<file path="config.mk">
export PLATFORM = sky130hd
export DESIGN_NAME = mips_core
export DESIGN_NICKNAME = d
export VERILOG_FILES = /design/src/hw/mips_pkg.sv /design/src/hw/alu.sv /design/src/hw/decoder.sv /design/src/hw/mips_core.sv /design/src/hw/operand_forward.sv /design/src/hw/pipeline_reg.sv /design/src/hw/regfile.sv
export SDC_FILE = /design/constraint.sdc
export NUM_CORES = 2
export LEC_CHECK = 0
export BUFFER_PORTS_ARGS = -buffer_cell sky130_fd_sc_hd__buf_2
export CAP_MARGIN = 10
export CORE_AREA = 10 10 427 844
export CTS_CLUSTER_SIZE = 28
export DETAILED_ROUTE_END_ITERATION = 12
export DIE_AREA = 0 0 437 854
export PLACE_DENSITY_LB_ADDON = 0.2
export SETUP_SLACK_MARGIN = 0.05
export SYNTH_ARGS = -nofsm -noshare
export SYNTH_HDL_FRONTEND = slang
export SYNTH_SLANG_ARGS = --single-unit
</file>
<file path="constraint.sdc">
create_clock -name clk -period 11.5 [get_ports clk]
set_input_delay 1.15 -clock clk [delete_from_list [all_inputs] [get_ports clk]]
set_output_delay 1.15 -clock clk [all_outputs]
set_load 0.05 [all_outputs]
</file>
<file path="src/hw/mips_pkg.sv">
`default_nettype none

package mips_pkg;

    typedef logic [31:0] word_t;
    typedef logic [4:0] reg_addr_t;

    typedef enum logic [3:0] {
        alu_add, alu_sub, alu_and, alu_or,
        alu_xor, alu_slt, alu_sltu, alu_sll,
        alu_srl, alu_sra, alu_lui
    } alu_op_e;

    // primary opcodes
    localparam logic [5:0] op_special = 6'h00;
    localparam logic [5:0] op_j = 6'h02;
    localparam logic [5:0] op_beq = 6'h04;
    localparam logic [5:0] op_bne = 6'h05;
    localparam logic [5:0] op_addiu = 6'h09;
    localparam logic [5:0] op_andi = 6'h0c;
    localparam logic [5:0] op_ori = 6'h0d;
    localparam logic [5:0] op_lui = 6'h0f;
    localparam logic [5:0] op_lw = 6'h23;
    localparam logic [5:0] op_sw = 6'h2b;

    // special funct field
    localparam logic [5:0] funct_sll = 6'h00;
    localparam logic [5:0] funct_srl = 6'h02;
    localparam logic [5:0] funct_sra = 6'h03;
    localparam logic [5:0] funct_addu = 6'h21;
    localparam logic [5:0] funct_subu = 6'h23;
    localparam logic [5:0] funct_and = 6'h24;
    localparam logic [5:0] funct_or = 6'h25;
    localparam logic [5:0] funct_xor = 6'h26;
    localparam logic [5:0] funct_slt = 6'h2a;
    localparam logic [5:0] funct_sltu = 6'h2b;

    typedef struct packed {
        word_t pc;
        word_t instr;
    } if_id_t;

    typedef struct packed {
        word_t pc;
        word_t rs_val;
        word_t rt_val;
        word_t imm;
        logic [4:0] shamt;
        alu_op_e alu_op;
        logic b_is_imm;
        logic mem_read;
        logic mem_write;
        logic reg_write;
        reg_addr_t dest;
    } id_ex_t;

    typedef struct packed {
        word_t pc;
        word_t result;
        logic mem_read;
        logic reg_write;
        reg_addr_t dest;
    } ex_mem_t;

    typedef struct packed {
        word_t pc;
        word_t wdata;
        logic reg_write;
        reg_addr_t dest;
    } mem_wb_t;

endpackage

`default_nettype wire

</file>
<file path="src/hw/alu.sv">
`timescale 1ns/1ns
`default_nettype none

module alu (
    input  mips_pkg::alu_op_e op,
    input  mips_pkg::word_t   a,
    input  mips_pkg::word_t   b,
    input  logic [4:0]        shamt,
    output mips_pkg::word_t   result
);

    import mips_pkg::*;

    always_comb begin
        case (op)
            alu_add: result = a + b;
            alu_sub: result = a - b;
            alu_and: result = a & b;
            alu_or: result = a | b;
            alu_xor: result = a ^ b;
            alu_slt: result = {31'b0, $signed(a) < $signed(b)};
            alu_sltu: result = {31'b0, a < b};
            // shifts act on the rt operand
            alu_sll: result = b << shamt;
            alu_srl: result = b >> shamt;
            alu_sra: result = $signed(b) >>> shamt;
            alu_lui: result = {b[15:0], 16'h0000};
            default: result = '0;
        endcase
    end

endmodule

`default_nettype wire

</file>
<file path="src/hw/decoder.sv">
`timescale 1ns/1ns
`default_nettype none

module decoder (
    input  mips_pkg::word_t     instr,
    output mips_pkg::reg_addr_t rs,
    output mips_pkg::reg_addr_t rt,
    output mips_pkg::reg_addr_t dest,
    output mips_pkg::word_t     imm,
    output logic [4:0]          shamt,
    output mips_pkg::alu_op_e   alu_op,
    output logic                b_is_imm,
    output logic                mem_read,
    output logic                mem_write,
    output logic                reg_write,
    output logic                is_beq,
    output logic                is_bne,
    output logic                is_jump,
    output logic                uses_rs,
    output logic                uses_rt
);

    import mips_pkg::*;

    logic [5:0] opcode;
    logic [5:0] funct;
    logic sign_ext;
    logic dest_is_rd;

    assign opcode = instr[31:26];
    assign funct = instr[5:0];
    assign rs = instr[25:21];
    assign rt = instr[20:16];
    assign shamt = instr[10:6];
    assign imm = sign_ext ? {{16{instr[15]}}, instr[15:0]} : {16'h0000, instr[15:0]};
    assign dest = dest_is_rd ? instr[15:11] : instr[20:16];

    always_comb begin
        // unknown encodings fall out as a nop
        alu_op = alu_add;
        sign_ext = 1'b1;
        dest_is_rd = 1'b0;
        b_is_imm = 1'b0;
        mem_read = 1'b0;
        mem_write = 1'b0;
        reg_write = 1'b0;
        is_beq = 1'b0;
        is_bne = 1'b0;
        is_jump = 1'b0;
        uses_rs = 1'b0;
        uses_rt = 1'b0;
        case (opcode)
            op_special: begin
                dest_is_rd = 1'b1;
                reg_write = 1'b1;
                uses_rs = 1'b1;
                uses_rt = 1'b1;
                case (funct)
                    funct_addu: alu_op = alu_add;
                    funct_subu: alu_op = alu_sub;
                    funct_and: alu_op = alu_and;
                    funct_or: alu_op = alu_or;
                    funct_xor: alu_op = alu_xor;
                    funct_slt: alu_op = alu_slt;
                    funct_sltu: alu_op = alu_sltu;
                    funct_sll: begin
                        alu_op = alu_sll;
                        uses_rs = 1'b0;
                    end
                    funct_srl: begin
                        alu_op = alu_srl;
                        uses_rs = 1'b0;
                    end
                    funct_sra: begin
                        alu_op = alu_sra;
                        uses_rs = 1'b0;
                    end
                    default: begin
                        reg_write = 1'b0;
                        uses_rs = 1'b0;
                        uses_rt = 1'b0;
                    end
                endcase
            end
            op_addiu, op_andi, op_ori, op_lui, op_lw: begin
                b_is_imm = 1'b1;
                reg_write = 1'b1;
                uses_rs = (opcode != op_lui);
                sign_ext = (opcode == op_addiu) || (opcode == op_lw);
                mem_read = (opcode == op_lw);
                if (opcode == op_andi) begin
                    alu_op = alu_and;
                end else if (opcode == op_ori) begin
                    alu_op = alu_or;
                end else if (opcode == op_lui) begin
                    alu_op = alu_lui;
                end
            end
            op_sw: begin
                b_is_imm = 1'b1;
                mem_write = 1'b1;
                uses_rs = 1'b1;
                uses_rt = 1'b1;
            end
            op_beq, op_bne: begin
                is_beq = (opcode == op_beq);
                is_bne = (opcode == op_bne);
                uses_rs = 1'b1;
                uses_rt = 1'b1;
            end
            op_j: is_jump = 1'b1;
            default: ;
        endcase
    end

endmodule

`default_nettype wire

</file>
<file path="src/hw/mips_core.sv">
`timescale 1ns/1ns
`default_nettype none

module mips_core #(
    parameter mips_pkg::word_t reset_pc = 32'hbfc0_0000
) (
    input  logic                clk,
    input  logic                reset,
    output logic                inst_sram_en,
    output logic [3:0]          inst_sram_wen,
    output mips_pkg::word_t     inst_sram_addr,
    output mips_pkg::word_t     inst_sram_wdata,
    input  mips_pkg::word_t     inst_sram_rdata,
    output logic                data_sram_en,
    output logic [3:0]          data_sram_wen,
    output mips_pkg::word_t     data_sram_addr,
    output mips_pkg::word_t     data_sram_wdata,
    input  mips_pkg::word_t     data_sram_rdata,
    output mips_pkg::word_t     debug_wb_pc,
    output logic [3:0]          debug_wb_rf_wen,
    output mips_pkg::reg_addr_t debug_wb_rf_wnum,
    output mips_pkg::word_t     debug_wb_rf_wdata
);

    import mips_pkg::*;

    word_t pc_q;
    word_t pc_next;
    word_t delay_pc;
    logic fetch_valid_q;
    if_id_t if_in;
    if_id_t id_q;
    id_ex_t id_out;
    id_ex_t ex_q;
    ex_mem_t ex_out;
    ex_mem_t mem_q;
    mem_wb_t mem_out;
    mem_wb_t wb_q;
    logic id_valid;
    logic ex_valid;
    logic mem_valid;
    logic wb_valid;
    logic if_id_allow;
    logic id_ex_allow;
    logic ex_mem_allow;
    logic mem_wb_allow;
    logic load_use_stall;

    reg_addr_t rs;
    reg_addr_t rt;
    reg_addr_t dest;
    word_t imm;
    logic [4:0] shamt;
    alu_op_e alu_op;
    logic b_is_imm;
    logic mem_read;
    logic mem_write;
    logic reg_write;
    logic is_beq;
    logic is_bne;
    logic is_jump;
    logic uses_rs;
    logic uses_rt;
    word_t rf_rs_data;
    word_t rf_rt_data;
    word_t rs_data;
    word_t rt_data;
    logic branch_taken;
    word_t alu_b;
    word_t alu_result;
    word_t mem_result;
    logic wb_wen;

    // fetch: word for pc_q arrives one cycle after its address
    always_ff @(posedge clk) begin
        if (reset) begin
            pc_q <= reset_pc - 32'd4;
            fetch_valid_q <= 1'b0;
        end else begin
            pc_q <= pc_next;
            fetch_valid_q <= 1'b1;
        end
    end

    // targets are relative to the delay slot
    assign delay_pc = id_q.pc + 32'd4;
    assign branch_taken = id_valid &&
                          ((is_beq && rs_data == rt_data) || (is_bne && rs_data != rt_data));

    always_comb begin
        if (!if_id_allow) begin
            pc_next = pc_q;
        end else if (id_valid && is_jump) begin
            pc_next = {delay_pc[31:28], id_q.instr[25:0], 2'b00};
        end else if (branch_taken) begin
            pc_next = delay_pc + {imm[29:0], 2'b00};
        end else begin
            pc_next = pc_q + 32'd4;
        end
    end

    assign inst_sram_en = 1'b1;
    assign inst_sram_wen = 4'b0000;
    assign inst_sram_addr = pc_next;
    assign inst_sram_wdata = '0;
    assign if_in = '{pc: pc_q, instr: inst_sram_rdata};

    pipeline_reg #(.payload_t(if_id_t)) i_if_id (
        .clk(clk),
        .reset(reset),
        .stall(load_use_stall),
        .valid_in(fetch_valid_q),
        .allow_in(if_id_allow),
        .valid_out(id_valid),
        .allow_out(id_ex_allow),
        .in_data(if_in),
        .out_data(id_q)
    );

    decoder i_decoder (
        .instr(id_q.instr),
        .rs(rs),
        .rt(rt),
        .dest(dest),
        .imm(imm),
        .shamt(shamt),
        .alu_op(alu_op),
        .b_is_imm(b_is_imm),
        .mem_read(mem_read),
        .mem_write(mem_write),
        .reg_write(reg_write),
        .is_beq(is_beq),
        .is_bne(is_bne),
        .is_jump(is_jump),
        .uses_rs(uses_rs),
        .uses_rt(uses_rt)
    );

    regfile i_regfile (
        .clk(clk),
        .raddr1(rs),
        .raddr2(rt),
        .rdata1(rf_rs_data),
        .rdata2(rf_rt_data),
        .wen(wb_wen),
        .waddr(wb_q.dest),
        .wdata(wb_q.wdata)
    );

    operand_forward i_operand_forward (
        .rs(rs),
        .rt(rt),
        .uses_rs(uses_rs),
        .uses_rt(uses_rt),
        .ex_valid(ex_valid),
        .ex_reg_write(ex_q.reg_write),
        .ex_mem_read(ex_q.mem_read),
        .ex_dest(ex_q.dest),
        .ex_result(alu_result),
        .mem_valid(mem_valid),
        .mem_reg_write(mem_q.reg_write),
        .mem_dest(mem_q.dest),
        .mem_result(mem_result),
        .wb_valid(wb_valid),
        .wb_reg_write(wb_q.reg_write),
        .wb_dest(wb_q.dest),
        .wb_result(wb_q.wdata),
        .rf_rs_data(rf_rs_data),
        .rf_rt_data(rf_rt_data),
        .rs_data(rs_data),
        .rt_data(rt_data),
        .load_use_stall(load_use_stall)
    );

    assign id_out = '{
        pc: id_q.pc,
        rs_val: rs_data,
        rt_val: rt_data,
        imm: imm,
        shamt: shamt,
        alu_op: alu_op,
        b_is_imm: b_is_imm,
        mem_read: mem_read,
        mem_write: mem_write,
        reg_write: reg_write,
        dest: dest
    };

    pipeline_reg #(.payload_t(id_ex_t)) i_id_ex (
        .clk(clk),
        .reset(reset),
        .stall(1'b0),
        .valid_in(id_valid),
        .allow_in(id_ex_allow),
        .valid_out(ex_valid),
        .allow_out(ex_mem_allow),
        .in_data(id_out),
        .out_data(ex_q)
    );

    // execute
    assign alu_b = ex_q.b_is_imm ? ex_q.imm : ex_q.rt_val;

    alu i_alu (
        .op(ex_q.alu_op),
        .a(ex_q.rs_val),
        .b(alu_b),
        .shamt(ex_q.shamt),
        .result(alu_result)
    );

    assign data_sram_en = ex_valid && (ex_q.mem_read || ex_q.mem_write);
    assign data_sram_wen = {4{ex_valid && ex_q.mem_write}};
    assign data_sram_addr = alu_result;
    assign data_sram_wdata = ex_q.rt_val;
    assign ex_out = '{
        pc: ex_q.pc,
        result: alu_result,
        mem_read: ex_q.mem_read,
        reg_write: ex_q.reg_write,
        dest: ex_q.dest
    };

    pipeline_reg #(.payload_t(ex_mem_t)) i_ex_mem (
        .clk(clk),
        .reset(reset),
        .stall(1'b0),
        .valid_in(ex_valid),
        .allow_in(ex_mem_allow),
        .valid_out(mem_valid),
        .allow_out(mem_wb_allow),
        .in_data(ex_out),
        .out_data(mem_q)
    );

    // memory: load data shows up here
    assign mem_result = mem_q.mem_read ? data_sram_rdata : mem_q.result;
    assign mem_out = '{
        pc: mem_q.pc,
        wdata: mem_result,
        reg_write: mem_q.reg_write,
        dest: mem_q.dest
    };

    pipeline_reg #(.payload_t(mem_wb_t)) i_mem_wb (
        .clk(clk),
        .reset(reset),
        .stall(1'b0),
        .valid_in(mem_valid),
        .allow_in(mem_wb_allow),
        .valid_out(wb_valid),
        .allow_out(1'b1),
        .in_data(mem_out),
        .out_data(wb_q)
    );

    // writeback, r0 writes still show on the trace
    assign wb_wen = wb_valid && wb_q.reg_write;
    assign debug_wb_pc = wb_q.pc;
    assign debug_wb_rf_wen = {4{wb_wen}};
    assign debug_wb_rf_wnum = wb_q.dest;
    assign debug_wb_rf_wdata = wb_q.wdata;

    no_store_without_valid_ex: assert property (
        @(posedge clk) disable iff (reset)
        !ex_valid |-> (data_sram_wen == 4'b0000)
    );

endmodule

`default_nettype wire

</file>
<file path="src/hw/operand_forward.sv">
`timescale 1ns/1ns
`default_nettype none

module operand_forward (
    input  mips_pkg::reg_addr_t rs,
    input  mips_pkg::reg_addr_t rt,
    input  logic                uses_rs,
    input  logic                uses_rt,
    input  logic                ex_valid,
    input  logic                ex_reg_write,
    input  logic                ex_mem_read,
    input  mips_pkg::reg_addr_t ex_dest,
    input  mips_pkg::word_t     ex_result,
    input  logic                mem_valid,
    input  logic                mem_reg_write,
    input  mips_pkg::reg_addr_t mem_dest,
    input  mips_pkg::word_t     mem_result,
    input  logic                wb_valid,
    input  logic                wb_reg_write,
    input  mips_pkg::reg_addr_t wb_dest,
    input  mips_pkg::word_t     wb_result,
    input  mips_pkg::word_t     rf_rs_data,
    input  mips_pkg::word_t     rf_rt_data,
    output mips_pkg::word_t     rs_data,
    output mips_pkg::word_t     rt_data,
    output logic                load_use_stall
);

    import mips_pkg::*;

    typedef enum logic [1:0] {from_rf, from_ex, from_mem, from_wb} fwd_src_e;

    fwd_src_e rs_src;
    fwd_src_e rt_src;
    logic ex_alu_wr;
    logic ex_load_wr;
    logic mem_wr;
    logic wb_wr;

    // writers to r0 never forward
    assign ex_alu_wr = ex_valid && ex_reg_write && !ex_mem_read && ex_dest != 5'd0;
    assign ex_load_wr = ex_valid && ex_reg_write && ex_mem_read && ex_dest != 5'd0;
    assign mem_wr = mem_valid && mem_reg_write && mem_dest != 5'd0;
    assign wb_wr = wb_valid && wb_reg_write && wb_dest != 5'd0;

    // youngest writer first
    function automatic fwd_src_e pick_src(input reg_addr_t r);
        if (ex_alu_wr && ex_dest == r) return from_ex;
        if (mem_wr && mem_dest == r) return from_mem;
        if (wb_wr && wb_dest == r) return from_wb;
        return from_rf;
    endfunction

    function automatic word_t fwd_data(input fwd_src_e src, input word_t rf_val);
        case (src)
            from_ex: return ex_result;
            from_mem: return mem_result;
            from_wb: return wb_result;
            default: return rf_val;
        endcase
    endfunction

    always_comb begin
        rs_src = pick_src(rs);
        rt_src = pick_src(rt);
        rs_data = fwd_data(rs_src, rf_rs_data);
        rt_data = fwd_data(rt_src, rf_rt_data);
    end

    // load data is only there one stage later
    assign load_use_stall = ex_load_wr &&
                            ((uses_rs && rs == ex_dest) || (uses_rt && rt == ex_dest));

    always_comb begin
        if (load_use_stall) begin
            assert final (rs_src != from_ex && rt_src != from_ex)
                else $error("load-use stall selected the execute result");
        end
    end

endmodule

`default_nettype wire

</file>
<file path="src/hw/pipeline_reg.sv">
`timescale 1ns/1ns
`default_nettype none

module pipeline_reg #(
    parameter type payload_t = logic [31:0]
) (
    input  logic     clk,
    input  logic     reset,
    input  logic     stall,
    input  logic     valid_in,
    output logic     allow_in,
    output logic     valid_out,
    input  logic     allow_out,
    input  payload_t in_data,
    output payload_t out_data
);

    logic full;
    payload_t data_q;

    // free slot, or the held item leaves this cycle
    assign allow_in = !full || (!stall && allow_out);
    assign valid_out = full && !stall;
    assign out_data = data_q;

    always_ff @(posedge clk) begin
        if (reset) begin
            full <= 1'b0;
        end else if (allow_in) begin
            full <= valid_in;
        end
    end

    always_ff @(posedge clk) begin
        if (valid_in && allow_in) begin
            data_q <= in_data;
        end
    end

    held_item_stable: assert property (
        @(posedge clk) disable iff (reset)
        (stall && full) |=> $stable(out_data)
    );

endmodule

`default_nettype wire

</file>
<file path="src/hw/regfile.sv">
`timescale 1ns/1ns
`default_nettype none

module regfile (
    input  logic                clk,
    input  mips_pkg::reg_addr_t raddr1,
    input  mips_pkg::reg_addr_t raddr2,
    output mips_pkg::word_t     rdata1,
    output mips_pkg::word_t     rdata2,
    input  logic                wen,
    input  mips_pkg::reg_addr_t waddr,
    input  mips_pkg::word_t     wdata
);

    import mips_pkg::*;

    word_t regs [32];

    always_ff @(posedge clk) begin
        if (wen) begin
            regs[waddr] <= wdata;
        end
    end

    // r0 is hardwired, same-cycle write bypasses the array
    assign rdata1 = (raddr1 == 5'd0) ? '0 :
                    (wen && waddr == raddr1) ? wdata : regs[raddr1];
    assign rdata2 = (raddr2 == 5'd0) ? '0 :
                    (wen && waddr == raddr2) ? wdata : regs[raddr2];

endmodule

`default_nettype wire

</file>
==> flow_summary.yaml <==
sta:
  fin_skew_ns: 0.0787
  worstMarginPinSlew_ns: 1.37
  post-route-min-period_ns: 11.31
  hold_viol: 0
  final.setup.worst_slack_ns: 0.194
  fin_crit_sh_pct: 98.3
  relSlewSlack_pct: 8.65
  hold_slack_ns: 0.415
  rsz0062_at_grt: "no"
  setup-violations-final: 0
  fmax_mhz: 88.4
  report.final.slew_viol_count: 0
placed_design:
  port_buffers: 239
  dpl_worst_slack_ns: -0.171
  gp_congestion: 0.992
  dp_hpwl_mm: 294
cts:
  clkTransAtPathRegs_ns: 0.08
  cts_sinks: 1403
  cts_tree: "done"
  clock_path_buffers: 4
  cts-buffers-inserted: 143
  htreeDepth: 4
  cts_root_buf: "clkbuf_16"
  ctsHoldBuffers: 0
  clk_latency_ns: 0.86
finish:
  drive_gt1_share_pct: 23.2
  area_growth_pct: 14.9
  multiInputGateArea_sq_um: 35200
  ff_latch_area_sq_um: 41700
  num-fill-cells: 36000
  fin_nets: 6360
  fin_util_pct: 26.3
critical_path:
  path_buf_inv: 8
  cp.arrival_ns: 10.16
  crit_chain: "buf_4, buf_4, buf_4, mux2_2, a22oi_1, a21oi_1, o41ai_1, buf_4, a32oi_1, buf_4, o21bai_1, mux2i_1, o2111ai_1, a2111oi_1, nand4_1, or4_1, nor4_4, buf_4, a21oi_1, nor2_4, buf_12, o211ai_1, a211oi_1, buf_2"
  cp_top_family: "compound AO/OA/AOI/OAI gates"
  crit_fanout: 43
  critical_path.most_common_cell: "buf_4"
  critPathMaxStageDelay_ns: 0.79
  start_kind: "flop"
  crit_path_top_delay_cell: "or4_1"
  critical_path.endpoint_type: "primary output"
  critPathKind: "reg2out"
  worst_ep_required_time_ns: 10.35
global_route:
  grt_pass1_wl_mm: 543
  grt_antenna_before_repair: 26
  grt_overflow: 0
  grt_pass1_vias: 60300
  grt_max_degree: 101
  grt.total_usage_pct: 20.9
floorplanning:
  core-area_sq_um: 347000
  rows: 306
  io_pins: 277
  die_h_microns: 854
  die_w_microns: 437
  initial_utilization_pct: 22.9
  dieArea_sq_um: 373000
synthesis:
  yosys_warnings: 0
  syn_area_sq_um: 79400
  synth-edff-count: 1356
  synth_cells: 5965
  ys_seq_area_share_pct: 52.5
  synthDistinctLibCells: 103
  yosysTopAreaCell: "edfxtp_1"
  synth_area_leaders: "edfxtp_1, mux4_2, mux2i_1"
  async_reset_ff_share_pct: 0
  synth.avg_cell_area_sq_um: 13.3
  ys_seq_elements: 1403
  synth-main-ff-cell: "edfxtp_1"
  synth_top_area_share_pct: 51.3
routing:
  drc_errors: 0
  drt_iter0_drc: 5090
  vias: 58700
  dr.pass1.iters: 6
  viasPerCell: 5.39
  wl_mm: 407
  wl_per_cell_microns: 37.4
  drtAntennaViolNets: 0
hold_path:
  min_path_type: "reg2reg"
outcome:
  status: "complete, no violations"
job:
  maxCapViolations: 0
pwr:
  finalPower_mw: 13.6
  leakage_nw: 30.5
  ir_worst_vdd_mv: 0.107
  pwr_density_cell_nw_per_um2: 149
registers in the layout, summed over array words and instances, names as in the netlist, named ones only:
register and flops:
fetch_valid_q 1, i_if_id.out_data 64, i_mem_wb.out_data 70, i_id_ex.full 1, i_mem_wb.full 1, i_if_id.full 1
pc_q 32, i_ex_mem.out_data 71, i_id_ex.out_data 127, i_regfile.regs 1024, i_ex_mem.full 1
power by group:
part / total [mW] / internal [mW] / switching, mW
registers: 5.88 / 5.68 / 0.204
clock network: 4.68 / 2.52 / 2.15
logic: 3.01 / 0.996 / 2.02
routing by layer:
| layer | part of all wire [%] | global-route usage (%) | wire, microns | vias to the layer above |
|---|---|---|---|---|
| met5 | 0.034 | 0.0128 | 138 | - |
| li1 | - | - | - | 24100 |
| met2 | 52 | 38.6 | 212000 | 2737 |
| met1 | 32 | 20.4 | 131000 | 30700 |
| met4 | 11 | 18.0 | 43200 | 16 |
| met3 | 5.1 | 3.02 | 20800 | 1049 |
per-stage QoR:
step	TNS (ns)	instances	instance area (sq um)
after floorplan	0	6000	79500
after global placement	0	10600	86800
after detailed placement	-0.171	10600	86800
after CTS	0	10900	91200
after global routing	0	10900	91200
final	0	10900	91200
worst paths after layout:
path	from	end	slack [ns]	cells past startpoint
setup / recovery	i_id_ex.out_data[15]	inst_sram_addr[30]	0.19	24
hold / removal	i_ex_mem.out_data[42]	i_mem_wb.out_data[41]	0.42	0
setup reg to reg	i_id_ex.out_data[15]	pc_q[27]	2.58	23
hold reg to reg	i_ex_mem.out_data[42]	i_mem_wb.out_data[41]	0.42	0
worst register-to-register path, stage by stage, from the launching register on:
cell and delay [ns]:
edfxtp_1 0.34, buf_4 0.23, buf_4 0.54, buf_4 0.65, mux2_2 0.49, a22oi_1 0.34
a21oi_1 0.19, o41ai_1 0.41, buf_4 0.24, a32oi_1 0.07, buf_4 0.26, o21bai_1 0.26
mux2i_1 0.46, o2111ai_1 0.18, a2111oi_1 0.65, nand4_1 0.40, or4_1 0.79, nor4_4 0.72
buf_4 0.28, a21oi_1 0.24, nor2_4 0.20, buf_12 0.25, mux2_1 0.41, o32a_1 0.17
cell type report:
cell class,count,share of cell area [%]
sequential,1403,45.7
multi-input combinational,3905,38.6
tap,4620,6.34
clock buffer,179,4.13
timing repair buffer,518,3.87
inverter,187,0.775
clock inverter,60,0.587
antenna,9,0.0247
repair_timing:
action | in CTS | in global routing
endpoints found under the setup margin | 32 | 1
pin swaps | 0 | 0
buffers inserted | 3 | 0
resized for setup | 4 | 1
cell usage after synthesis (60+ instances only):
library cell / number
a211oi_1: 66
a21oi_1: 252
a221oi_1: 66
a22oi_1: 89
a31oi_1: 68
buf_1: 60
buf_2: 88
buf_4: 97
clkbuf_1: 256
edfxtp_1: 1356
ha_1: 133
inv_1: 178
mux2_2: 80
mux2i_1: 323
mux4_2: 526
nand2_1: 377
nand3_1: 130
nor2_1: 357
nor3_1: 112
o211ai_1: 61
o21ai_0: 196
xnor2_1: 79
cell usage in the layout (no fill, tap or decap), types with 61 or more instances in the layout:
cell / synthesis / routed
nor2_1: 357 / 320
mux2i_1: 323 / 322
mux2_2: 80 / 80
inv_1: 178 / 177
o211ai_1: 61 / 61
a211oi_1: 66 / 65
clkbuf_16: 0 / 144
xnor2_1: 79 / 79
a21oi_1: 252 / 251
a22oi_1: 89 / 89
ha_1: 133 / 133
a221oi_1: 66 / 66
nor3_1: 112 / 108
buf_2: 88 / 233
buf_4: 97 / 266
nand2_1: 377 / 376
nand3_1: 130 / 130
mux4_2: 526 / 526
a31oi_1: 68 / 68
o21ai_0: 196 / 194
edfxtp_1: 1356 / 1356
cells by family (layout without fill, tap and decap cells):
family                   Yosys count  count (layout)  share of synthesized area (%)
flip-flops                      1403            1403                           52.5
AND/OR/NAND/NOR                 1384            1384                           8.48
XOR/XNOR                         129             129                           1.42
buffers and inverters            692             944                           3.91
multiplexers                     934             934                           20.2
AO/OA/AOI/OAI                   1284            1284                           11.3
other                              2              46                        0.00946
adder cells (fa/ha/maj)          137             137                           2.18
(Power assumes the default switching activity.)
